[config.mk]
export PLATFORM = sky130hd
export DESIGN_NAME = fpu_top
export DESIGN_NICKNAME = d
export VERILOG_FILES = /design/src/common/fpu_pkg.sv /design/src/fpu/fpu_addsub.sv /design/src/fpu/fpu_issue.sv /design/src/fpu/fpu_mul.sv /design/src/fpu/fpu_round.sv /design/src/fpu/fpu_top.sv /design/src/logic/fpu_pipe_ctrl.sv
export SDC_FILE = /design/constraint.sdc
export NUM_CORES = 2
export LEC_CHECK = 0
export BUFFER_PORTS_ARGS = -buffer_cell sky130_fd_sc_hd__buf_2
export CAP_MARGIN = 20
export CORE_MARGIN = 2
export CORE_UTILIZATION = 70
export CTS_CLUSTER_DIAMETER = 200
export DETAILED_ROUTE_END_ITERATION = 12
export GPL_ROUTABILITY_DRIVEN = 1
export GPL_TIMING_DRIVEN = 1
export HOLD_SLACK_MARGIN = 0.03
export PLACE_DENSITY = 0.94
export SETUP_SLACK_MARGIN = 0.1
export SYNTH_ARGS = -nofsm -noshare
export SYNTH_HDL_FRONTEND = slang
export SYNTH_SLANG_ARGS = --single-unit
[constraint.sdc]
create_clock -name clk -period 17.8 [get_ports clk]
set_clock_uncertainty 0.1 [all_clocks]
set_input_delay 2.67 -clock clk [delete_from_list [all_inputs] [get_ports clk]]
set_output_delay 2.67 -clock clk [all_outputs]
set_load 0.005 [all_outputs]
[src/common/fpu_pkg.sv]
package fpu_pkg;

  typedef logic [31:0]        fp32_t;
  typedef logic [6:0]         funct7_t;
  typedef logic [2:0]         rm_t;
  typedef logic [4:0]         fflags_t;
  typedef logic [1:0]         op_t;
  typedef logic signed [9:0]  exp_t;       // biased, with headroom both ways
  typedef logic [23:0]        mant_t;      // hidden bit included
  typedef logic [27:0]        ext_mant_t;  // carry, 1.23 mantissa, guard, round, sticky

  // accepted funct7 encodings
  localparam funct7_t F7_ADD = 7'b0100000;
  localparam funct7_t F7_SUB = 7'b0100100;
  localparam funct7_t F7_MUL = 7'b0000010;

  localparam op_t OP_ADD = 2'd0;
  localparam op_t OP_SUB = 2'd1;
  localparam op_t OP_MUL = 2'd2;
  localparam op_t OP_BAD = 2'd3;

  localparam rm_t RM_RNE = 3'd0;
  localparam rm_t RM_RTZ = 3'd1;
  localparam rm_t RM_RDN = 3'd2;
  localparam rm_t RM_RUP = 3'd3;
  localparam rm_t RM_RMM = 3'd4;

  // flag bit positions
  localparam int FLAG_NV = 4;
  localparam int FLAG_DZ = 3;
  localparam int FLAG_OF = 2;
  localparam int FLAG_UF = 1;
  localparam int FLAG_NX = 0;

  localparam exp_t  EXP_BIAS  = 10'sd127;
  localparam fp32_t CANON_NAN = 32'h7fc00000;

endpackage

[src/fpu/fpu_addsub.sv]
`timescale 1ns/10ps
module fpu_addsub (
  input  logic                clk,
  input  logic                arst_n,
  input  logic                advance,
  input  logic                sign_a,
  input  logic                sign_b,
  input  fpu_pkg::exp_t       exp_a,
  input  fpu_pkg::exp_t       exp_b,
  input  fpu_pkg::mant_t      mant_a,
  input  fpu_pkg::mant_t      mant_b,
  output logic                sum_sign,
  output fpu_pkg::exp_t       sum_exp,
  output fpu_pkg::ext_mant_t  sum_mant
);
  import fpu_pkg::*;

  logic       a_ge_b;
  logic       sign_big;
  exp_t       exp_big, exp_small, diff;
  mant_t      mant_big, mant_small;
  logic [4:0] shamt;
  logic [50:0] wide;      // small mantissa plus room for everything shifted out
  ext_mant_t  big_ext, small_ext, sum_c;

  // larger magnitude goes first, exponents are non-negative here
  assign a_ge_b     = {exp_a, mant_a} >= {exp_b, mant_b};
  assign sign_big   = a_ge_b ? sign_a : sign_b;
  assign exp_big    = a_ge_b ? exp_a : exp_b;
  assign exp_small  = a_ge_b ? exp_b : exp_a;
  assign mant_big   = a_ge_b ? mant_a : mant_b;
  assign mant_small = a_ge_b ? mant_b : mant_a;

  assign diff  = exp_big - exp_small;
  assign shamt = (diff > 10'sd27) ? 5'd27 : diff[4:0]; // beyond 27 all lands in sticky

  assign wide = {mant_small, 27'd0} >> shamt;

  assign big_ext   = {1'b0, mant_big, 3'b000};
  assign small_ext = {1'b0, wide[50:25], wide[24] | (|wide[23:0])};

  // big >= small, so the difference never goes negative
  assign sum_c = (sign_a ^ sign_b) ? big_ext - small_ext
                                   : big_ext + small_ext;

  always_ff @(posedge clk or negedge arst_n) begin
    if (!arst_n) begin
      sum_sign <= 1'b0;
      sum_exp  <= '0;
      sum_mant <= '0;
    end else if (advance) begin
      sum_sign <= sign_big;
      sum_exp  <= exp_big;
      sum_mant <= sum_c;    // zero marks exact cancellation
    end
  end

endmodule

[src/fpu/fpu_issue.sv]
`timescale 1ns/10ps
module fpu_issue (
  input  logic              clk,
  input  logic              arst_n,
  input  logic              advance,
  input  fpu_pkg::funct7_t  funct7,
  input  fpu_pkg::rm_t      frm,
  input  fpu_pkg::fp32_t    op_a,
  input  fpu_pkg::fp32_t    op_b,
  output fpu_pkg::op_t      op,
  output fpu_pkg::rm_t      rm,
  output logic              sign_a,
  output logic              sign_b,
  output fpu_pkg::exp_t     exp_a,
  output fpu_pkg::exp_t     exp_b,
  output fpu_pkg::mant_t    mant_a,
  output fpu_pkg::mant_t    mant_b,
  output logic              special,
  output fpu_pkg::fp32_t    special_result,
  output fpu_pkg::fflags_t  special_flags
);
  import fpu_pkg::*;

  op_t     op_c;
  rm_t     rm_c;
  logic    a_nan, b_nan, a_snan, b_snan;
  logic    a_inf, b_inf, a_zero, b_zero;
  logic    sb_eff, zero_sign;
  logic    spec_c;
  fp32_t   spec_res_c;
  fflags_t spec_flags_c;

  assign op_c = (funct7 == F7_ADD) ? OP_ADD :
                (funct7 == F7_SUB) ? OP_SUB :
                (funct7 == F7_MUL) ? OP_MUL : OP_BAD;
  assign rm_c = (frm > RM_RMM) ? RM_RNE : frm; // no dynamic rm, treat as RNE

  assign a_nan  = (&op_a[30:23]) & (|op_a[22:0]);
  assign b_nan  = (&op_b[30:23]) & (|op_b[22:0]);
  assign a_snan = a_nan & ~op_a[22];
  assign b_snan = b_nan & ~op_b[22];
  assign a_inf  = (&op_a[30:23]) & ~(|op_a[22:0]);
  assign b_inf  = (&op_b[30:23]) & ~(|op_b[22:0]);
  assign a_zero = ~(|op_a[30:23]); // subnormals count as zero
  assign b_zero = ~(|op_b[30:23]);

  assign sb_eff    = op_b[31] ^ (op_c == OP_SUB);
  // like signs keep their sign, unlike signs give +0 or -0 under RDN
  assign zero_sign = (op_a[31] & sb_eff) | ((op_a[31] ^ sb_eff) & (rm_c == RM_RDN));

  always_comb begin
    spec_c       = 1'b1;
    spec_res_c   = CANON_NAN;
    spec_flags_c = '0;
    if (op_c == OP_BAD) begin
      spec_flags_c[FLAG_NV] = 1'b1;
    end else if (a_nan | b_nan) begin
      spec_flags_c[FLAG_NV] = a_snan | b_snan; // quiet NaN propagates silently
    end else if (op_c == OP_MUL) begin
      if ((a_inf & b_zero) | (b_inf & a_zero)) begin
        spec_flags_c[FLAG_NV] = 1'b1;
      end else if (a_inf | b_inf) begin
        spec_res_c = {op_a[31] ^ op_b[31], 8'hff, 23'd0};
      end else if (a_zero | b_zero) begin
        spec_res_c = {op_a[31] ^ op_b[31], 31'd0};
      end else begin
        spec_c = 1'b0;
      end
    end else begin
      if (a_inf & b_inf & (op_a[31] != sb_eff)) begin
        spec_flags_c[FLAG_NV] = 1'b1; // inf - inf
      end else if (a_inf) begin
        spec_res_c = {op_a[31], 8'hff, 23'd0};
      end else if (b_inf) begin
        spec_res_c = {sb_eff, 8'hff, 23'd0};
      end else if (a_zero & b_zero) begin
        spec_res_c = {zero_sign, 31'd0};
      end else begin
        spec_c = 1'b0;
      end
    end
  end

  always_ff @(posedge clk or negedge arst_n) begin
    if (!arst_n) begin
      op             <= OP_ADD;
      rm             <= RM_RNE;
      sign_a         <= 1'b0;
      sign_b         <= 1'b0;
      exp_a          <= '0;
      exp_b          <= '0;
      mant_a         <= '0;
      mant_b         <= '0;
      special        <= 1'b0;
      special_result <= '0;
      special_flags  <= '0;
    end else if (advance) begin
      op             <= op_c;
      rm             <= rm_c;
      sign_a         <= op_a[31];
      sign_b         <= sb_eff;
      exp_a          <= a_zero ? exp_t'(0) : exp_t'({2'b00, op_a[30:23]});
      exp_b          <= b_zero ? exp_t'(0) : exp_t'({2'b00, op_b[30:23]});
      mant_a         <= a_zero ? mant_t'(0) : {1'b1, op_a[22:0]}; // hidden bit back
      mant_b         <= b_zero ? mant_t'(0) : {1'b1, op_b[22:0]};
      special        <= spec_c;
      special_result <= spec_res_c;
      special_flags  <= spec_flags_c;
    end
  end

endmodule

[src/fpu/fpu_mul.sv]
`timescale 1ns/10ps
module fpu_mul (
  input  logic                clk,
  input  logic                arst_n,
  input  logic                advance,
  input  logic                sign_a,
  input  logic                sign_b,
  input  fpu_pkg::exp_t       exp_a,
  input  fpu_pkg::exp_t       exp_b,
  input  fpu_pkg::mant_t      mant_a,
  input  fpu_pkg::mant_t      mant_b,
  output logic                prod_sign,
  output fpu_pkg::exp_t       prod_exp,
  output fpu_pkg::ext_mant_t  prod_mant
);
  import fpu_pkg::*;

  logic [47:0] prod; // 2.46 fixed point
  ext_mant_t   prod_ext;

  assign prod = mant_a * mant_b;

  // bit 47 is the carry, 46 the hidden bit, then 23 fraction bits, g, r, sticky
  assign prod_ext = {prod[47:21], |prod[20:0]};

  always_ff @(posedge clk or negedge arst_n) begin
    if (!arst_n) begin
      prod_sign <= 1'b0;
      prod_exp  <= '0;
      prod_mant <= '0;
    end else if (advance) begin
      prod_sign <= sign_a ^ sign_b;
      prod_exp  <= exp_a + exp_b - EXP_BIAS; // still biased once
      prod_mant <= prod_ext;
    end
  end

endmodule

[src/fpu/fpu_round.sv]
`timescale 1ns/10ps
module fpu_round (
  input  logic                clk,
  input  logic                arst_n,
  input  logic                advance,
  input  fpu_pkg::op_t        op,
  input  fpu_pkg::rm_t        rm,
  input  logic                sum_sign,
  input  fpu_pkg::exp_t       sum_exp,
  input  fpu_pkg::ext_mant_t  sum_mant,
  input  logic                prod_sign,
  input  fpu_pkg::exp_t       prod_exp,
  input  fpu_pkg::ext_mant_t  prod_mant,
  input  logic                special,
  input  fpu_pkg::fp32_t      special_result,
  input  fpu_pkg::fflags_t    special_flags,
  output fpu_pkg::fp32_t      result,
  output fpu_pkg::fflags_t    flags
);
  import fpu_pkg::*;

  // stage 2 copies, aligned with the datapath registers
  op_t       op_q;
  rm_t       rm_q;
  logic      spec_q;
  fp32_t     spec_res_q;
  fflags_t   spec_flags_q;

  logic        sel_sign;
  exp_t        sel_exp, norm_exp, exp_r;
  ext_mant_t   m;
  logic [4:0]  lz;
  logic [26:0] norm;    // hidden bit at 26, then fraction, round at 2
  logic        rbit, stk, inexact, round_up, to_inf;
  logic [24:0] mant_r;
  fp32_t       res_c;
  fflags_t     flags_c;

  assign sel_sign = (op_q == OP_MUL) ? prod_sign : sum_sign;
  assign sel_exp  = (op_q == OP_MUL) ? prod_exp : sum_exp;
  assign m        = (op_q == OP_MUL) ? prod_mant : sum_mant;

  always_comb begin
    lz = 5'd0;
    for (int i = 0; i < 27; i++) begin
      if (m[i]) lz = 5'(26 - i); // highest set bit wins
    end
    if (m[27]) begin
      norm     = {m[27:2], m[1] | m[0]};
      norm_exp = sel_exp + 10'sd1;
    end else begin
      norm     = m[26:0] << lz;
      norm_exp = sel_exp - exp_t'(lz);
    end
  end

  assign rbit    = norm[2];
  assign stk     = |norm[1:0];
  assign inexact = rbit | stk;

  always_comb begin
    case (rm_q)
      RM_RTZ:  round_up = 1'b0;
      RM_RDN:  round_up = inexact & sel_sign;
      RM_RUP:  round_up = inexact & ~sel_sign;
      RM_RMM:  round_up = rbit;
      default: round_up = rbit & (stk | norm[3]); // ties to even
    endcase
  end

  assign mant_r = {1'b0, norm[26:3]} + 25'(round_up);
  assign exp_r  = norm_exp + exp_t'(mant_r[24]); // mantissa overflow bumps exponent

  assign to_inf = (rm_q == RM_RNE) | (rm_q == RM_RMM) |
                  ((rm_q == RM_RUP) & ~sel_sign) | ((rm_q == RM_RDN) & sel_sign);

  always_comb begin
    flags_c = '0;
    if (spec_q) begin
      res_c   = spec_res_q;
      flags_c = spec_flags_q;
    end else if (m == '0) begin
      res_c = {rm_q == RM_RDN, 31'd0}; // exact cancellation
    end else if (exp_r >= 10'sd255) begin
      res_c            = to_inf ? {sel_sign, 8'hff, 23'd0} : {sel_sign, 31'h7f7fffff};
      flags_c[FLAG_OF] = 1'b1;
      flags_c[FLAG_NX] = 1'b1;
    end else if (exp_r <= 10'sd0) begin
      res_c            = {sel_sign, 31'd0}; // flush to zero
      flags_c[FLAG_UF] = 1'b1;
      flags_c[FLAG_NX] = 1'b1;
    end else begin
      res_c            = {sel_sign, exp_r[7:0], mant_r[22:0]};
      flags_c[FLAG_NX] = inexact;
    end
  end

  always_ff @(posedge clk or negedge arst_n) begin
    if (!arst_n) begin
      op_q         <= OP_ADD;
      rm_q         <= RM_RNE;
      spec_q       <= 1'b0;
      spec_res_q   <= '0;
      spec_flags_q <= '0;
      result       <= '0;
      flags        <= '0;
    end else if (advance) begin
      op_q         <= op;
      rm_q         <= rm;
      spec_q       <= special;
      spec_res_q   <= special_result;
      spec_flags_q <= special_flags;
      result       <= res_c;
      flags        <= flags_c;
    end
  end

endmodule

[src/fpu/fpu_top.sv]
`timescale 1ns/10ps
module fpu_top (
  input  logic              clk,
  input  logic              arst_n,
  input  logic              in_valid,
  output logic              in_ready,
  input  fpu_pkg::funct7_t  funct7,
  input  fpu_pkg::rm_t      frm,
  input  fpu_pkg::fp32_t    op_a,
  input  fpu_pkg::fp32_t    op_b,
  output logic              out_valid,
  input  logic              out_ready,
  output fpu_pkg::fp32_t    result,
  output fpu_pkg::fflags_t  flags
);
  import fpu_pkg::*;

  logic      advance;

  // stage 1 outputs
  op_t       op;
  rm_t       rm;
  logic      sign_a, sign_b;
  exp_t      exp_a, exp_b;
  mant_t     mant_a, mant_b;
  logic      special;
  fp32_t     special_result;
  fflags_t   special_flags;

  // stage 2 outputs
  logic      sum_sign, prod_sign;
  exp_t      sum_exp, prod_exp;
  ext_mant_t sum_mant, prod_mant;

  fpu_pipe_ctrl i_ctrl (
    .clk(clk), .arst_n(arst_n), .in_valid(in_valid), .out_ready(out_ready),
    .advance(advance), .in_ready(in_ready), .out_valid(out_valid)
  );

  fpu_issue i_issue (
    .clk(clk), .arst_n(arst_n), .advance(advance),
    .funct7(funct7), .frm(frm), .op_a(op_a), .op_b(op_b),
    .op(op), .rm(rm), .sign_a(sign_a), .sign_b(sign_b),
    .exp_a(exp_a), .exp_b(exp_b), .mant_a(mant_a), .mant_b(mant_b),
    .special(special), .special_result(special_result), .special_flags(special_flags)
  );

  fpu_addsub i_addsub (
    .clk(clk), .arst_n(arst_n), .advance(advance),
    .sign_a(sign_a), .sign_b(sign_b), .exp_a(exp_a), .exp_b(exp_b),
    .mant_a(mant_a), .mant_b(mant_b),
    .sum_sign(sum_sign), .sum_exp(sum_exp), .sum_mant(sum_mant)
  );

  fpu_mul i_mul (
    .clk(clk), .arst_n(arst_n), .advance(advance),
    .sign_a(sign_a), .sign_b(sign_b), .exp_a(exp_a), .exp_b(exp_b),
    .mant_a(mant_a), .mant_b(mant_b),
    .prod_sign(prod_sign), .prod_exp(prod_exp), .prod_mant(prod_mant)
  );

  fpu_round i_round (
    .clk(clk), .arst_n(arst_n), .advance(advance), .op(op), .rm(rm),
    .sum_sign(sum_sign), .sum_exp(sum_exp), .sum_mant(sum_mant),
    .prod_sign(prod_sign), .prod_exp(prod_exp), .prod_mant(prod_mant),
    .special(special), .special_result(special_result), .special_flags(special_flags),
    .result(result), .flags(flags)
  );

endmodule

[src/logic/fpu_pipe_ctrl.sv]
`timescale 1ns/10ps
module fpu_pipe_ctrl (
  input  logic clk,
  input  logic arst_n,
  input  logic in_valid,
  input  logic out_ready,
  output logic advance,
  output logic in_ready,
  output logic out_valid
);

  logic [2:0] vld; // one bit per stage, [2] is the output register

  // whole pipe freezes only while a result is stalled at the output
  assign advance   = ~(vld[2] & ~out_ready);
  assign in_ready  = advance;
  assign out_valid = vld[2];

  always_ff @(posedge clk or negedge arst_n) begin
    if (!arst_n) begin
      vld <= 3'b000;
    end else if (advance) begin
      vld <= {vld[1:0], in_valid};
    end
  end

endmodule

# == Yosys cells after proc, flatten, opt, wreduce, memory -nomap -nowiden ==
# Index checks and enable logic that the tools add are counted.
# Widths: inputs -> output; s select.
# op_classes
addsub,9
mul,1
n_div,0
n_lt_le_gt_ge,5
eq_ne,13
shift,2
muxes,86
bitwise_logic,45
reduce_logical,11
# op_table
op,n
$mux 32,12
$mux 5,28
$mux 24,5
$mux 31,2
$mux 28,2
$shr 51x5->51,1
$mul 24x24->48,1
$reduce_or 23->1,2
$mux 10,4
$ge 34x34->1,1
$add 27x27->28,1
$logic_not 28->1,1
$sub 27x27->28,1
$mux 27,1
$shl 27x5->27,1
$add 24x1->25,1
$reduce_or 24->1,1
$mux 1,23
$reduce_or 21->1,1
$and 1x1->1,19
$mux 8,2
$reduce_and 8->1,2
$reduce_or 8->1,2
$eq 7x6->1 const B,2
25 further kinds,56
# totals
register_bits,266
latchBits,0
ram_bits,0
mem_bits_ro,0
input_bits,78
out_inout_bits,39
wordCells,197
n_memories,0

# == Logic depth before layout (Yosys ltp) ==
# logic_depth
ltp_word,42
mapped_depth,54
ltp_nobuf,48

# == Cells and area by module ==
# From an unflattened synthesis, not the netlist that was laid out.
# unflattened
hier_cells,5091
hier_area_um2,42119.1
# by_module_without_submodules
module,instances,cells_per_inst,area_per_inst_um2,seq_area_each_um2
fpu_mul,1,2387,21276.7,975.9
fpu_addsub,1,1291,8638.3,975.9
fpu_round,1,1026,8379.3,2001.9
fpu_issue,1,378,3692.3,1901.8
fpu_pipe_ctrl,1,9,132.6,75.1

# == Worst setup path before layout ==
# OpenSTA, ideal clock, no wires.
# synth_path
kind,reg-to-reg
startpoint,reg i_issue.exp_b[0]
endpoint,reg i_addsub.sum_mant[25]
setup_ns,0.138
arrival_time_ns,9.079
required_ns,17.562
setup_slack_ns,8.483
path_stages_with_launch,52
path_buffers,7
period_less_slack_ns,9.317
cell_sequence,dfrtp_1 inv_1 ha_1 buf_6 nand3b_4 nor4_4 a211oi_2 and3_1 buf_6 o21ai_2 buf_4 clkbuf_1 a31oi_1 ha_1 o21ai_0 nand2_1 a211oi_1 a22oi_1 [... 16 more ...] o21a_1 o21a_1 o21ai_0 nand2b_1 a21oi_1 o21bai_1 a21oi_1 o21bai_1 a21o_1 a21oi_1 o21bai_1 a2111oi_0 o41ai_1 a21oi_1 nand2_1 a22o_1 a22oi_1 o211ai_1
# synth_between
elab_chain_len,10
elab_cells_between_ends,14
cone_classes,add/sub: 3; order compare: 2; shift: 1; mux: 6; bitwise: 1; reduce/logical: 1
# synth_rtl
element,line_no,source
"start, declared",fpu_issue.sv:15,"output fpu_pkg::exp_t exp_b,"
"start signal, assigned",fpu_issue.sv:103,"exp_b <= b_zero ? exp_t'(0) : exp_t'({2'b00, op_b[30:23]});"
$ge 34x34->1,fpu_addsub.sv:27,"assign a_ge_b = {exp_a, mant_a} >= {exp_b, mant_b};"
$mux 10 (on tied branches),"fpu_addsub.sv:29, fpu_addsub.sv:30",
$sub 10x10->10,fpu_addsub.sv:34,assign diff = exp_big - exp_small;
$gt 10x6->1,fpu_addsub.sv:35,assign shamt = (diff > 10'sd27) ? 5'd27 : diff[4:0];
$mux 5,fpu_addsub.sv:35,
$shr 51x5->51,fpu_addsub.sv:37,"assign wide = {mant_small, 27'd0} >> shamt;"
$reduce_or 24->1,fpu_addsub.sv:40,"assign small_ext = {1'b0, wide[50:25], wide[24] | (|wide[23:0])};"
$or 1x1->1,fpu_addsub.sv:40,
$add 27x27->28 or $sub 27x27->28 (tied branches),"fpu_addsub.sv:44, fpu_addsub.sv:43",
$mux 28 (*),fpu_addsub.sv:43,assign sum_c = (sign_a ^ sign_b) ? big_ext - small_ext
"end signal, assigned",fpu_addsub.sv:54,sum_mant <= sum_c;
"end, declared",fpu_addsub.sv:14,output fpu_pkg::ext_mant_t sum_mant
# Every way passes the cells marked *; elsewhere a longest branch is shown, timed or not.
# A chain may end at the register's enable or synchronous reset.

# == Final worst setup path ==
# layout_path
startpoint,reg i_issue.mant_b[15]
endpoint,reg i_addsub.sum_mant[25]
# layout_between
elab_chain_len,10
elab_cells_between_ends,14
cone_classes,add/sub: 3; order compare: 2; shift: 1; mux: 6; bitwise: 1; reduce/logical: 1
# layout_rtl
element,line_no,source
"start, declared",fpu_issue.sv:17,"output fpu_pkg::mant_t mant_b,"
"start signal, assigned",fpu_issue.sv:105,"mant_b <= b_zero ? mant_t'(0) : {1'b1, op_b[22:0]};"
$ge 34x34->1,fpu_addsub.sv:27,
$mux 10 (on tied branches),"fpu_addsub.sv:29, fpu_addsub.sv:30",
$sub 10x10->10,fpu_addsub.sv:34,
$gt 10x6->1,fpu_addsub.sv:35,
$mux 5,fpu_addsub.sv:35,
$shr 51x5->51,fpu_addsub.sv:37,
$reduce_or 24->1,fpu_addsub.sv:40,
$or 1x1->1,fpu_addsub.sv:40,
$add 27x27->28 or $sub 27x27->28 (tied branches),"fpu_addsub.sv:44, fpu_addsub.sv:43",
$mux 28 (*),fpu_addsub.sv:43,
# Marked as above.

==> results summary <==
The total count of max-transition violations in the final report came out at 0. The detailed router's first-iteration violation count is 4,271. By instance count, the cell type seen most on the critical path is a21oi_1.

The number of non-filler instances in the completed layout came out at 5,146. The CTS tree is done. The initial antenna violation count came out at 5. The first-pass GRT wire length came out at 186,000 um.

The worst-path maximum fanout is 40. Counting flops with an async set or reset pin after synthesis yields a share of 100%. The kind of cell with the highest combined delay along the critical path is compound AO/OA/AOI/OAI gates. The placed standard-cell area is 37,900 um^2. The chip width came out at 234 um. The number of distinct library cells after synthesis came out at 105. The register area share after synthesis came out at 13.6%. The number of buffers inserted by port buffering is 115. Among all stages on the critical path, the largest delay is contributed by dfrtp_1.

The number of buffers and inverters on the critical path is 2. The cell count after placement is 5,099. The routed length per placed instance is 23.1 um. The remaining antenna violation count after routing is 0.

The clock passes through at most 3 buffers. The run finished with clean final reports. Setup violations remaining at the end of the flow were counted as 0. The detailed-placement wirelength estimate is 87,300 um. The hold path endpoint is i_ctrl.vld[1].

The end-of-flow core utilization is 73.9%. The cell area after layout is 38,700 um^2. The remaining routing DRC violations is 0. The cell area after synthesis came out at 37,000 um^2.

The total global routing track utilization came out at 43.9%. The count of maximum capacitance violations came out at 0. The flip-flop and latch count after synthesis came out at 201. The leading cell type in the layout, fill and taps excluded is nand2_1. Setup repair after global routing left no endpoint under its margin. The clock drives 201 sinks.

The cell count after synthesis came out at 4,504. The library cells used most frequently in the layout, excluding fill and tap cells, are 749 x nand2_1, 636 x inv_1, 485 x fa_1. For this run, the slowest stage of the critical path takes 1.06 ns. STA classifies the critical path startpoint as a flip-flop.

The congestion estimate from routability-driven global placement came to 1.01. The relative area change from synthesis to final layout came out at 4.62%. The overall routed net length came out at 119,000 um. Dividing the detail-routed via count by the number of cells gives 6.64. The endpoint identified for the worst register-to-register timing path is i_addsub.sum_mant[25]. The final net count is 5,318. Detailed routing inserted a total of 34,188 vias.

The number of enable-type register cells in the synthesized netlist is 0. The maximum number of pins on one net before global-route repair is 161. The Yosys warning count came out at 0. Buffers inserted during clock tree synthesis total 25. The worst hold path begins at i_ctrl.vld[1].

The fmax came out at 0.0881 GHz. The total nets after synthesis came out at 5,379. The floorplan row count came out at 84.

The number of gates resized after cts came out at 0. The summed negative setup slack over all endpoints came out at 0 ns. The die boundary height is 234 um. The critical setup path kind is flip-flop to flip-flop. The post-cts hold buffer count is 0. The path depth of the worst reg2reg path came out at 46. The number of cells on the worst hold path came out at 2. The number of global-route vias before repair is 34,282. The number of buffers inserted to repair setup after CTS came out at 0. The first detailed-routing pass ran for 9 iterations.

The mean cell area of the mapped netlist came out at 8.22 um^2. The path class of the tightest hold or removal check is flip-flop to flip-flop. The reg2reg setup slack is 6.45 ns. Among all flip-flop cells after synthesis, the most frequent one is dfrtp_1. The overall die area is 54,700 um^2. The routed design could run at a clock period as short as 11.35 ns. The fraction of final layout cells sized beyond drive strength 1 is 6.82%.

The top-level I/O count is 117. The starting utilization of the core area is 70.6%. The core region is 52,400 um^2. At the pin with the least slew margin, the transition time is 1.21 ns. The final number of hold-violating endpoints is 0. The final cycle utilization of the critical path came out at 63.8%. The worst register-to-register path begins at i_issue.mant_b[15]. STA classifies the critical path endpoint as a flip-flop. The critical path data arrival time is 11.68 ns. The number of levels in the clock H-tree is 1. For this run the aggregate overflow at the end of global routing stands at 0.

The clock insertion delay at the later pin of the skew report came out at 0.60 ns. The critical path required time is 18.13 ns. The register clock-pin slew on the reported worst setup and hold paths came out at 0.07 ns.

Clock tree synthesis selected as its root buffer the cell clkbuf_16. The worst-case headroom to the max-slew limit is 19.6%.
## cells in the mapped netlist (19+ instances only)
library cell / instances / share of area, %
buf_2: 23 / 0.31
ha_1: 312 / 11
nand4_1: 29 / 0.49
xnor2_1: 79 / 1.9
o21bai_1: 27 / 0.55
mux2i_1: 116 / 3.1
nand3_1: 63 / 0.85
clkbuf_1: 209 / 2.1
o211ai_1: 29 / 0.59
nor2_1: 286 / 2.9
and2_1: 202 / 3.4
xor2_1: 32 / 0.76
mux2_2: 36 / 1.1
nand2b_1: 26 / 0.44
o21ai_0: 175 / 2.4
dfrtp_1: 201 / 14
nor2b_1: 23 / 0.39
fa_1: 485 / 26
o21a_1: 20 / 0.41
nor3_1: 56 / 0.76
o22ai_1: 41 / 0.69
a221o_1: 19 / 0.51
a31oi_1: 34 / 0.57
inv_1: 636 / 6.4
and3_1: 20 / 0.34
nor4_1: 26 / 0.44
a211oi_1: 20 / 0.41
nand2_1: 749 / 7.6
a21oi_1: 231 / 3.1
a21o_1: 27 / 0.55
a22oi_1: 28 / 0.57
## layer usage
layer / GRT usage (%) / up-vias / wire length [um]
met4: 24.4 / 4 / 8270
met2: 67.8 / 2580 / 53100
met5: 0 / - / 26
li1: - / 14519 / -
met3: 10.6 / 721 / 15300
met1: 57.1 / 16364 / 42400
## cell families (layout without fill, tap and decap cells)
logic type / after synthesis / after routing / share of synthesized area [%]
compound gates: 794 / 794 / 14.1
xor+xnor: 111 / 111 / 2.63
fa+ha+maj: 797 / 797 / 36.8
buf+inv: 896 / 848 / 9.39
flops: 201 / 201 / 13.6
mux: 157 / 157 / 4.49
other cells: 1 / 3 / 0.0101
simple gates: 1547 / 1547 / 19.0
## sequential cells by signal, indices dropped and copies added, names as in the netlist, 8 cells and up
| register | flops |
|---|---|
| i_mul.prod_exp | 10 |
| i_addsub.sum_mant | 28 |
| i_mul.prod_mant | 28 |
| i_issue.mant_b | 24 |
| i_round.result | 32 |
| i_issue.mant_a | 24 |
| i_addsub.sum_exp | 8 |
| i_issue.exp_b | 8 |
| i_issue.exp_a | 8 |
## per-stage QoR
step                hold WS [ns]  setup WS [ns]
global route               0.391           5.71
detailed placement         0.347           6.95
finish                     0.359           6.45
CTS                        0.361           6.84
floorplan                  0.330           8.48
global placement           0.341           7.13
## how the worst max path moves through the flow
stage	start	end	slack, ns	cells past startpoint
2_1_floorplan	i_issue.exp_b[0]	i_addsub.sum_mant[25]	8.48	51
6_report	i_issue.mant_b[15]	i_addsub.sum_mant[25]	6.45	46
5_1_grt	i_issue.mant_b[15]	i_addsub.sum_mant[27]	5.71	45
3_3_place_gp	i_issue.mant_b[14]	i_addsub.sum_mant[25]	7.13	47
4_1_cts	i_issue.mant_b[15]	i_addsub.sum_mant[25]	6.84	46
3_5_place_dp	i_issue.mant_b[14]	i_addsub.sum_mant[25]	6.95	46
## final cells by class
cell class,count,area [um^2]
clock buffers,32,682
multi-input cells,3407,28600
clock inverters,8,90.1
fillers,3579,13700
well taps,688,861
diodes,2,5.00
flip-flops and latches,201,5030
repair buffers,171,1080
inverters,637,2400
## tightest hold or removal path: cells and delay by family (launching register included)
| family | cells | cell delay [ns] |
|---|---|---|
| flops | 1 | 0.34 |
| simple gates | 2 | 0.10 |
Power is left out: the tool's default activity adds up to more than one toggle a clock period on the data nets, which glitch-free logic cannot reach.
